**src/csr_map_pkg.sv**
```systemverilog
`default_nettype none
// ################################################
// CSR address map and floating-point status fields.
// A counter's high half sits at its low address plus
// 0x80. Only 32-bit XLEN is covered.
// ################################################

package csr_map_pkg;

    localparam int unsigned CSR_ADDR_BITS = 12;

    // Floating-point status
    localparam int unsigned FFLAGS_BITS = 5;
    localparam int unsigned FRM_BITS    = 3;

    localparam logic [CSR_ADDR_BITS-1:0] CSR_FFLAGS = 12'h001;
    localparam logic [CSR_ADDR_BITS-1:0] CSR_FRM    = 12'h002;
    localparam logic [CSR_ADDR_BITS-1:0] CSR_FCSR   = 12'h003;

    // Machine registers that read as zero
    localparam logic [CSR_ADDR_BITS-1:0] CSR_SATP    = 12'h180;
    localparam logic [CSR_ADDR_BITS-1:0] CSR_MSTATUS = 12'h300;
    localparam logic [CSR_ADDR_BITS-1:0] CSR_MIE     = 12'h304;
    localparam logic [CSR_ADDR_BITS-1:0] CSR_MTVEC   = 12'h305;
    localparam logic [CSR_ADDR_BITS-1:0] CSR_MEPC    = 12'h341;

    localparam logic [CSR_ADDR_BITS-1:0] CSR_MISA     = 12'h301;
    localparam logic [CSR_ADDR_BITS-1:0] CSR_MSCRATCH = 12'h340;

    // Counters
    localparam logic [CSR_ADDR_BITS-1:0] CSR_MCYCLE     = 12'hB00;
    localparam logic [CSR_ADDR_BITS-1:0] CSR_MINSTRET   = 12'hB02;
    localparam logic [CSR_ADDR_BITS-1:0] CSR_MCYCLE_H   = CSR_MCYCLE + 12'h080;
    localparam logic [CSR_ADDR_BITS-1:0] CSR_MINSTRET_H = CSR_MINSTRET + 12'h080;

    // Core-specific read-only registers
    localparam logic [CSR_ADDR_BITS-1:0] CSR_WARP_ID        = 12'hCC1;
    localparam logic [CSR_ADDR_BITS-1:0] CSR_CORE_ID        = 12'hCC2;
    localparam logic [CSR_ADDR_BITS-1:0] CSR_ACTIVE_WARPS   = 12'hCC3;
    localparam logic [CSR_ADDR_BITS-1:0] CSR_ACTIVE_THREADS = 12'hCC4;

    localparam logic [CSR_ADDR_BITS-1:0] CSR_MVENDORID      = 12'hF11;
    localparam logic [CSR_ADDR_BITS-1:0] CSR_MARCHID        = 12'hF12;
    localparam logic [CSR_ADDR_BITS-1:0] CSR_MIMPID         = 12'hF13;
    localparam logic [CSR_ADDR_BITS-1:0] CSR_NUM_THREADS    = 12'hFC0;
    localparam logic [CSR_ADDR_BITS-1:0] CSR_NUM_WARPS      = 12'hFC1;
    localparam logic [CSR_ADDR_BITS-1:0] CSR_NUM_CORES      = 12'hFC2;
    localparam logic [CSR_ADDR_BITS-1:0] CSR_LOCAL_MEM_BASE = 12'hFC3;
    localparam logic [CSR_ADDR_BITS-1:0] CSR_NUM_BARRIERS   = 12'hFC4;

endpackage

`default_nettype wire

```
**src/gpu_core_pkg.sv**
```systemverilog
`default_nettype none
// ################################################
// Geometry and identity of one shader core. Warp
// numbers are at least one bit wide, also with a
// single warp. Constants are read back through CSRs.
// ################################################

package gpu_core_pkg;

    // Core geometry
    localparam int unsigned NUM_WARPS      = 4;
    localparam int unsigned NUM_THREADS    = 4;
    localparam int unsigned NW_WIDTH       = (NUM_WARPS > 1) ? $clog2(NUM_WARPS) : 1;
    localparam int unsigned NUM_FPU_BLOCKS = 2;
    localparam int unsigned XLEN           = 32;

    localparam int unsigned CORE_ID        = 0;
    localparam int unsigned NUM_CORES      = 1;
    localparam int unsigned NUM_BARRIERS   = 4;
    localparam logic [XLEN-1:0] LMEM_BASE_ADDR = 32'h0000_8000;

    // Identity
    localparam logic [XLEN-1:0] VENDOR_ID         = 32'h0000_0000;
    localparam logic [XLEN-1:0] ARCHITECTURE_ID   = 32'h0000_0001;
    localparam logic [XLEN-1:0] IMPLEMENTATION_ID = 32'h0000_0001;

    // MXL=1 (RV32), extensions F, I and M
    localparam logic [XLEN-1:0] MISA_VALUE = 32'h4000_1120;

endpackage

`default_nettype wire

```
**src/csr_read_mux.sv**
```systemverilog
`default_nettype none
`timescale 1ns/10ps
// ################################################
// Combinational CSR read decode, zero latency.
// Read-write CSRs appear on read_data_rw, all others
// on read_data_ro. Undecoded addresses read as zero.
// ################################################

module csr_read_mux (
    input  wire [csr_map_pkg::CSR_ADDR_BITS-1:0]     read_addr,
    input  wire [gpu_core_pkg::NW_WIDTH-1:0]         read_wid,

    input  wire [gpu_core_pkg::NUM_WARPS-1:0]
                [csr_map_pkg::FRM_BITS+csr_map_pkg::FFLAGS_BITS-1:0]
                                                     fcsr_words,
    input  wire [gpu_core_pkg::XLEN-1:0]             mscratch,
    input  wire [63:0]                               cycles,
    input  wire [63:0]                               instret,

    input  wire [gpu_core_pkg::NUM_WARPS-1:0]        active_warps,
    input  wire [gpu_core_pkg::NUM_WARPS-1:0][gpu_core_pkg::NUM_THREADS-1:0]
                                                     thread_masks,

    output wire [gpu_core_pkg::XLEN-1:0]             read_data_ro,
    output wire [gpu_core_pkg::XLEN-1:0]             read_data_rw
);

    import gpu_core_pkg::*;
    import csr_map_pkg::*;

    logic [XLEN-1:0]                 ro_data;
    logic [XLEN-1:0]                 rw_data;
    logic [FRM_BITS+FFLAGS_BITS-1:0] warp_fcsr;

    assign warp_fcsr = fcsr_words[read_wid];

    always_comb begin
        ro_data = '0;
        rw_data = '0;
        case (read_addr)
            // Read-write group
            CSR_FFLAGS: begin
                rw_data = XLEN'(warp_fcsr[FFLAGS_BITS-1:0]);
            end
            CSR_FRM: begin
                rw_data = XLEN'(warp_fcsr[FRM_BITS+FFLAGS_BITS-1:FFLAGS_BITS]);
            end
            CSR_FCSR: begin
                rw_data = XLEN'(warp_fcsr);
            end
            CSR_MSCRATCH: begin
                rw_data = mscratch;
            end

            // Identity
            CSR_MVENDORID: begin
                ro_data = VENDOR_ID;
            end
            CSR_MARCHID: begin
                ro_data = ARCHITECTURE_ID;
            end
            CSR_MIMPID: begin
                ro_data = IMPLEMENTATION_ID;
            end
            CSR_MISA: begin
                ro_data = MISA_VALUE;
            end

            // Geometry and masks
            CSR_WARP_ID: begin
                ro_data = XLEN'(read_wid);
            end
            CSR_CORE_ID: begin
                ro_data = XLEN'(CORE_ID);
            end
            CSR_ACTIVE_THREADS: begin
                ro_data = XLEN'(thread_masks[read_wid]);
            end
            CSR_ACTIVE_WARPS: begin
                ro_data = XLEN'(active_warps);
            end
            CSR_NUM_THREADS: begin
                ro_data = XLEN'(NUM_THREADS);
            end
            CSR_NUM_WARPS: begin
                ro_data = XLEN'(NUM_WARPS);
            end
            CSR_NUM_CORES: begin
                ro_data = XLEN'(NUM_CORES);
            end
            CSR_LOCAL_MEM_BASE: begin
                ro_data = LMEM_BASE_ADDR;
            end
            CSR_NUM_BARRIERS: begin
                ro_data = XLEN'(NUM_BARRIERS);
            end

            // 64-bit counters split into halves
            CSR_MCYCLE: begin
                ro_data = cycles[31:0];
            end
            CSR_MCYCLE_H: begin
                ro_data = cycles[63:32];
            end
            CSR_MINSTRET: begin
                ro_data = instret[31:0];
            end
            CSR_MINSTRET_H: begin
                ro_data = instret[63:32];
            end

            // Decoded, but always zero
            CSR_SATP, CSR_MSTATUS, CSR_MIE, CSR_MTVEC, CSR_MEPC: begin
                ro_data = '0;
            end

            default: begin
            end
        endcase
    end

    assign read_data_ro = ro_data;
    assign read_data_rw = rw_data;

endmodule

`default_nettype wire

```
**src/csr_unit.sv**
```systemverilog
`default_nettype none
`timescale 1ns/10ps
// ################################################
// CSR block of one shader core. Plain strobes, no
// handshake; reads are combinational and writes
// show from the next cycle on.
// ################################################

module csr_unit (
    input  wire                                      clk,
    input  wire                                      reset,

    input  wire [gpu_core_pkg::XLEN-1:0]             startup_arg,
    input  wire                                      retire,

    input  wire                                      write_enable,
    input  wire [gpu_core_pkg::NW_WIDTH-1:0]         write_wid,
    input  wire [csr_map_pkg::CSR_ADDR_BITS-1:0]     write_addr,
    input  wire [gpu_core_pkg::XLEN-1:0]             write_data,

    input  wire [gpu_core_pkg::NUM_FPU_BLOCKS-1:0]   fpu_flags_valid,
    input  wire [gpu_core_pkg::NUM_FPU_BLOCKS-1:0][gpu_core_pkg::NW_WIDTH-1:0]
                                                     fpu_flags_wid,
    input  wire [gpu_core_pkg::NUM_FPU_BLOCKS-1:0][csr_map_pkg::FFLAGS_BITS-1:0]
                                                     fpu_flags,
    input  wire [gpu_core_pkg::NUM_FPU_BLOCKS-1:0][gpu_core_pkg::NW_WIDTH-1:0]
                                                     frm_read_wid,
    output wire [gpu_core_pkg::NUM_FPU_BLOCKS-1:0][csr_map_pkg::FRM_BITS-1:0]
                                                     frm_read_data,

    input  wire [csr_map_pkg::CSR_ADDR_BITS-1:0]     read_addr,
    input  wire [gpu_core_pkg::NW_WIDTH-1:0]         read_wid,
    input  wire [gpu_core_pkg::NUM_WARPS-1:0]        active_warps,
    input  wire [gpu_core_pkg::NUM_WARPS-1:0][gpu_core_pkg::NUM_THREADS-1:0]
                                                     thread_masks,
    output wire [gpu_core_pkg::XLEN-1:0]             read_data_ro,
    output wire [gpu_core_pkg::XLEN-1:0]             read_data_rw
);

    import gpu_core_pkg::*;
    import csr_map_pkg::*;

    wire [NUM_WARPS-1:0][FRM_BITS+FFLAGS_BITS-1:0] fcsr_words;
    wire [XLEN-1:0]                                mscratch;
    wire [63:0]                                    cycles;
    wire [63:0]                                    instret;

    fcsr_file u_fcsr_file (
        .clk             (clk),
        .reset           (reset),
        .write_enable    (write_enable),
        .write_wid       (write_wid),
        .write_addr      (write_addr),
        .write_data      (write_data),
        .fpu_flags_valid (fpu_flags_valid),
        .fpu_flags_wid   (fpu_flags_wid),
        .fpu_flags       (fpu_flags),
        .frm_read_wid    (frm_read_wid),
        .frm_read_data   (frm_read_data),
        .fcsr_words      (fcsr_words)
    );

    machine_csr_regs u_machine_csr_regs (
        .clk          (clk),
        .reset        (reset),
        .startup_arg  (startup_arg),
        .retire       (retire),
        .write_enable (write_enable),
        .write_addr   (write_addr),
        .write_data   (write_data),
        .mscratch     (mscratch),
        .cycles       (cycles),
        .instret      (instret)
    );

    csr_read_mux u_csr_read_mux (
        .read_addr    (read_addr),
        .read_wid     (read_wid),
        .fcsr_words   (fcsr_words),
        .mscratch     (mscratch),
        .cycles       (cycles),
        .instret      (instret),
        .active_warps (active_warps),
        .thread_masks (thread_masks),
        .read_data_ro (read_data_ro),
        .read_data_rw (read_data_rw)
    );

endmodule

`default_nettype wire

```
**src/fcsr_file.sv**
```systemverilog
`default_nettype none
`timescale 1ns/10ps
// ################################################
// Per-warp fcsr words, packed as {frm, fflags}.
// A software write to FFLAGS or FCSR overrides FPU
// accrual in the same cycle; FRM writes do not.
// ################################################

module fcsr_file (
    input  wire                                      clk,
    input  wire                                      reset,

    input  wire                                      write_enable,
    input  wire [gpu_core_pkg::NW_WIDTH-1:0]         write_wid,
    input  wire [csr_map_pkg::CSR_ADDR_BITS-1:0]     write_addr,
    input  wire [gpu_core_pkg::XLEN-1:0]             write_data,

    input  wire [gpu_core_pkg::NUM_FPU_BLOCKS-1:0]   fpu_flags_valid,
    input  wire [gpu_core_pkg::NUM_FPU_BLOCKS-1:0][gpu_core_pkg::NW_WIDTH-1:0]
                                                     fpu_flags_wid,
    input  wire [gpu_core_pkg::NUM_FPU_BLOCKS-1:0][csr_map_pkg::FFLAGS_BITS-1:0]
                                                     fpu_flags,

    input  wire [gpu_core_pkg::NUM_FPU_BLOCKS-1:0][gpu_core_pkg::NW_WIDTH-1:0]
                                                     frm_read_wid,
    output wire [gpu_core_pkg::NUM_FPU_BLOCKS-1:0][csr_map_pkg::FRM_BITS-1:0]
                                                     frm_read_data,

    output wire [gpu_core_pkg::NUM_WARPS-1:0]
                [csr_map_pkg::FRM_BITS+csr_map_pkg::FFLAGS_BITS-1:0]
                                                     fcsr_words
);

    import gpu_core_pkg::*;
    import csr_map_pkg::*;

    logic [NUM_WARPS-1:0][FRM_BITS+FFLAGS_BITS-1:0] fcsr_q;
    logic [NUM_WARPS-1:0][FRM_BITS+FFLAGS_BITS-1:0] fcsr_next;

    always_comb begin
        fcsr_next = fcsr_q;

        // Accrue into fcsr_next so two ports hitting one warp both stick
        for (int i = 0; i < NUM_FPU_BLOCKS; i++) begin
            if (fpu_flags_valid[i]) begin
                fcsr_next[fpu_flags_wid[i]][FFLAGS_BITS-1:0] =
                    fcsr_next[fpu_flags_wid[i]][FFLAGS_BITS-1:0] | fpu_flags[i];
            end
        end

        // Software write applied last, by field
        if (write_enable) begin
            case (write_addr)
                CSR_FFLAGS: begin
                    fcsr_next[write_wid][FFLAGS_BITS-1:0] = write_data[FFLAGS_BITS-1:0];
                end
                CSR_FRM: begin
                    fcsr_next[write_wid][FRM_BITS+FFLAGS_BITS-1:FFLAGS_BITS] =
                        write_data[FRM_BITS-1:0];
                end
                CSR_FCSR: begin
                    fcsr_next[write_wid] = write_data[FRM_BITS+FFLAGS_BITS-1:0];
                end
                default: begin
                end
            endcase
        end
    end

    always_ff @(posedge clk) begin
        if (reset) begin
            fcsr_q <= '0;
        end else begin
            fcsr_q <= fcsr_next;
        end
    end

    // Rounding mode served per FPU port
    for (genvar i = 0; i < NUM_FPU_BLOCKS; i++) begin : g_frm_read
        assign frm_read_data[i] = fcsr_q[frm_read_wid[i]][FRM_BITS+FFLAGS_BITS-1:FFLAGS_BITS];
    end

    assign fcsr_words = fcsr_q;

endmodule

`default_nettype wire

```
**src/machine_csr_regs.sv**
```systemverilog
`default_nettype none
`timescale 1ns/10ps
// ################################################
// mscratch plus the 64-bit cycle and instret
// counters. Counters are zero in the first cycle
// after reset and have no write path.
// ################################################

module machine_csr_regs (
    input  wire                                  clk,
    input  wire                                  reset,

    input  wire [gpu_core_pkg::XLEN-1:0]         startup_arg,
    input  wire                                  retire,

    input  wire                                  write_enable,
    input  wire [csr_map_pkg::CSR_ADDR_BITS-1:0] write_addr,
    input  wire [gpu_core_pkg::XLEN-1:0]         write_data,

    output wire [gpu_core_pkg::XLEN-1:0]         mscratch,
    output wire [63:0]                           cycles,
    output wire [63:0]                           instret
);

    import gpu_core_pkg::*;
    import csr_map_pkg::*;

    logic [XLEN-1:0] mscratch_q;
    logic [63:0]     cycles_q;
    logic [63:0]     instret_q;
    logic            mscratch_we;

    assign mscratch_we = write_enable && (write_addr == CSR_MSCRATCH);

    // Startup argument handed to software through mscratch
    always_ff @(posedge clk) begin
        if (reset) begin
            mscratch_q <= startup_arg;
        end else if (mscratch_we) begin
            mscratch_q <= write_data;
        end
    end

    // Free-running cycle count
    always_ff @(posedge clk) begin
        if (reset) begin
            cycles_q <= '0;
        end else begin
            cycles_q <= cycles_q + 64'd1;
        end
    end

    always_ff @(posedge clk) begin
        if (reset) begin
            instret_q <= '0;
        end else if (retire) begin
            instret_q <= instret_q + 64'd1;
        end
    end

    assign mscratch = mscratch_q;
    assign cycles   = cycles_q;
    assign instret  = instret_q;

endmodule

`default_nettype wire

```
**config.mk**
```make
export PLATFORM = sky130hd
export DESIGN_NAME = csr_unit
export DESIGN_NICKNAME = d
export VERILOG_FILES = /design/src/csr_map_pkg.sv /design/src/gpu_core_pkg.sv /design/src/csr_read_mux.sv /design/src/csr_unit.sv /design/src/fcsr_file.sv /design/src/machine_csr_regs.sv
export SDC_FILE = /design/constraint.sdc
export NUM_CORES = 1
export LEC_CHECK = 0
export ABC_AREA = 1
export BUFFER_PORTS_ARGS = -buffer_cell sky130_fd_sc_hd__clkbuf_2
export CORE_MARGIN = 4
export CORE_UTILIZATION = 55
export DETAILED_ROUTE_END_ITERATION = 16
export PLACE_DENSITY = 0.87
export SETUP_SLACK_MARGIN = 0.15
export SLEW_MARGIN = 20
export SYNTH_ARGS = -nofsm -noshare
export SYNTH_HDL_FRONTEND = slang
export SYNTH_HIERARCHICAL = 1
export SYNTH_SLANG_ARGS = --single-unit
```
**constraint.sdc**
```tcl
create_clock -name clk -period 2.8 [get_ports clk]
set_clock_uncertainty 0.05 [all_clocks]
set_input_delay 0.42 -clock clk [delete_from_list [all_inputs] [get_ports clk]]
set_output_delay 0.42 -clock clk [all_outputs]
set_load 0.01 [all_outputs]
```
==> metrics <==
fin crit period 2500 ps; CP startpoint kind input pin; die span in y 168 microns; worst r2r src u_machine_csr_regs/instret[8]; register area share after synthesis 29.6%; Worst path depth 7; Worst setup EP type output port; starting density of the core 55.9%; hold_sp write_data[17]; clock-pin slew on the worst setup and hold paths ~80 ps; drt first pass iters 6; most frequent cell after synthesis nand2_1; H-Tree Depth 4; asr flop ratio synth 0%; layout net count 2714; dpl hpwl 43700 microns; Fmax achieved 0.400 GHz; top cell type's share of synthesized area 22.7%; EDFF count, synth 32; setup violators final 0; Design Power 6.16 mW; Site Rows just under 60; Slew Limit Fails 0; Root Buffer clkbuf_16; synth-to-layout area growth 13.9%; slowest CP cell inv_1; Flop pwr share 47.6%; Leakage 6.75 nW; via count about 17k; Hold Path Class in -> reg; CTS resizes 0; post-synth cell types 49; DR vias/cell 5.81; Sw Pwr about 1.8 mW; average wire per standard cell between 15 and 20 microns; switching share of power 29.6%; Post-synth top cells 735 x nand2_1, 389 x nor2_1, 266 x inv_1; largest area contributor in the netlist dfxtp_1; Hold Vio Cnt, Final 0; drc violations 0; R2R depth 8; Syn Area/Cell 5.88 sq um; die area 0.0282 sq mm; Worst-Margin Slew 724 ps; Max FO, Critical Path 16; ratio of cells with drive above 1 in the final layout 14.5%; iteration-0 DRC count of the detailed router 2192; synth top area cells dfxtp_1 23%, nand2_1 20%, nor2_1 10%; Max Cap Viol 0; Synth Instances ~2.4k; CP Launch Point read_wid[1]; io pins 206; clock power share roughly 40%; crit path to read_data_rw[2]; Die X about 170 microns; CTS tree done; Internal Power ~4.3 mW; final WL 55400 microns; worst-skew pair later-pin latency 450 ps; CP Class in -> out; status complete, no violations; antenna-violating nets left 0; Final Wtd Congestion 1.03; fin util between 60% and 70%; CP required around 2300 ps; first-pass GRT wire length 84300 microns; CP bufs+invs 3; core area 0.0252 sq mm; initial antenna violation count 1; Post-Syn Area 0.0141 sq mm; pre-CTS setup slack 369 ps; worst vdd ir 338 uV; synthesized net count 2533; worst reg2reg path endpoint u_machine_csr_regs/instret[22]; CP Cell Sequence clkbuf_2 -> inv_1 -> o21ai_0 -> o22ai_1 -> nand3_1 -> nand3_1 -> clkbuf_2; RSZ-0062 raised after global routing false; Cell Pwr Density 384 mW/mm^2; Inserted Diodes 0; Post-synth top flop dfxtp_1; PnR worst setup slack 299 ps; Total GRT Usage 37.6%; CTS Buffer Depth 2; Hold-fix buffers, CTS 0; final period utilization between 80% and 90%; postcts setup bufs 0; Slew HR 51.5%; delay-heaviest family, CP buffers and inverters; Comb pwr share between 10% and 20%; max incr delay on CP between 400 and 500 ps; vias in the first global route 15.4k; Synth Register Bits between 150 and 200; GRT overflow 0; largest net degree at the start of global routing 83; PortBufs 205; R2R Setup Slk around 750 ps; clk sinks around 190; synth warn 6; number of CTS-inserted buffers 17; CP arrival about 2000 ps; Setup Total Neg Slack 0 ps
-- routing by layer --
metal,routed length [microns],up-vias,GRT usage (%)
li1,-,8037,-
met1,21100,7606,46.4
met2,25100,1129,62.4
met3,5770,189,6.81
met4,3360,2,20.7
met5,7,-,0
-- power by group through the flow --
stage	logic [mW]	registers, mW	clock network, mW
6_report	0.703	2.93	2.53
5_1_grt	0.772	2.94	2.65
4_1_cts	0.685	2.93	2.54
3_5_place_dp	0.681	2.99	0
3_3_place_gp	0.672	2.99	0
2_1_floorplan	0.409	2.97	0
-- sequential cells by signal (all words and copies together) (netlist names) --
signal,cells
u_fcsr_file/fcsr_words,32
u_machine_csr_regs/cycles,64
u_machine_csr_regs/instret,64
u_machine_csr_regs/mscratch,32
-- layout make-up --
cell class | count | area (sq um)
Fill cell | 2501 | 9150
Multi-Input combinational cell | 1854 | 8530
Sequential cell | 192 | 4160
Timing Repair Buffer | 230 | 1250
Inverter | 281 | 1060
Clock buffer | 17 | 425
Tap cell | 330 | 413
Clock inverter | 15 | 185
-- cells by family after synthesis --
family / count (synthesis) / synth area share, %
AOI/OAI and AO/OA: 205 / 7.71
xor gates and xnor gates: 32 / 2.04
adders and majority gates: 2 / 0.178
buffers and inverters: 349 / 9.89
DFF: 192 / 29.6
and+or+nand+nor: 1615 / 50.6
-- how the worst min path moves through the flow --
stage,to,slack [ps],cells past startpoint
6_report,u_machine_csr_regs/mscratch[17],190,3
5_1_grt,u_machine_csr_regs/mscratch[17],170,3
4_1_cts,u_machine_csr_regs/mscratch[17],170,3
3_5_place_dp,u_machine_csr_regs/cycles[58],450,2
3_3_place_gp,u_machine_csr_regs/instret[63],440,2
2_1_floorplan,u_machine_csr_regs/cycles[61],400,2
-- through the flow --
step           hold WS (ps)  instances  instance area (sq um)
2_1_floorplan           403       2395                  14100
3_3_place_gp            440       2887                  15400
3_5_place_dp            451       2887                  15400
4_1_cts                 169       2919                  16000
5_1_grt                 173       2919                  16000
6_report                186       2919                  16000
-- worst min-delay path, cell delays in order --
cell	delay, ps
clkbuf_2	70
nand2_1	40
nand2_1	50
-- cells in the final DEF (no fill, tap or decap), drive strengths merged --
| cell type | instances |
|---|---|
| o22ai | 9 |
| nor3b | 3 |
| o211ai | 11 |
| clkinvlp | 1 |
| a31oi | 3 |
| o31ai | 1 |
| edfxtp | 32 |
| a22oi | 2 |
| nand3b | 4 |
| inv | 288 |
| a21oi | 98 |
| nor3 | 42 |
| xor2 | 21 |
| buf | 26 |
| xnor2 | 11 |
| and2 | 9 |
| nand4 | 106 |
| ha | 2 |
| o21a | 4 |
| dfxtp | 160 |
| nand2 | 754 |
| clkinv | 7 |
| nand3 | 220 |
| or2 | 28 |
| and3 | 2 |
| nor2 | 444 |
| o21ai | 77 |
| clkbuf | 221 |
| nor4 | 3 |
Power figures use the tool's default switching activity.
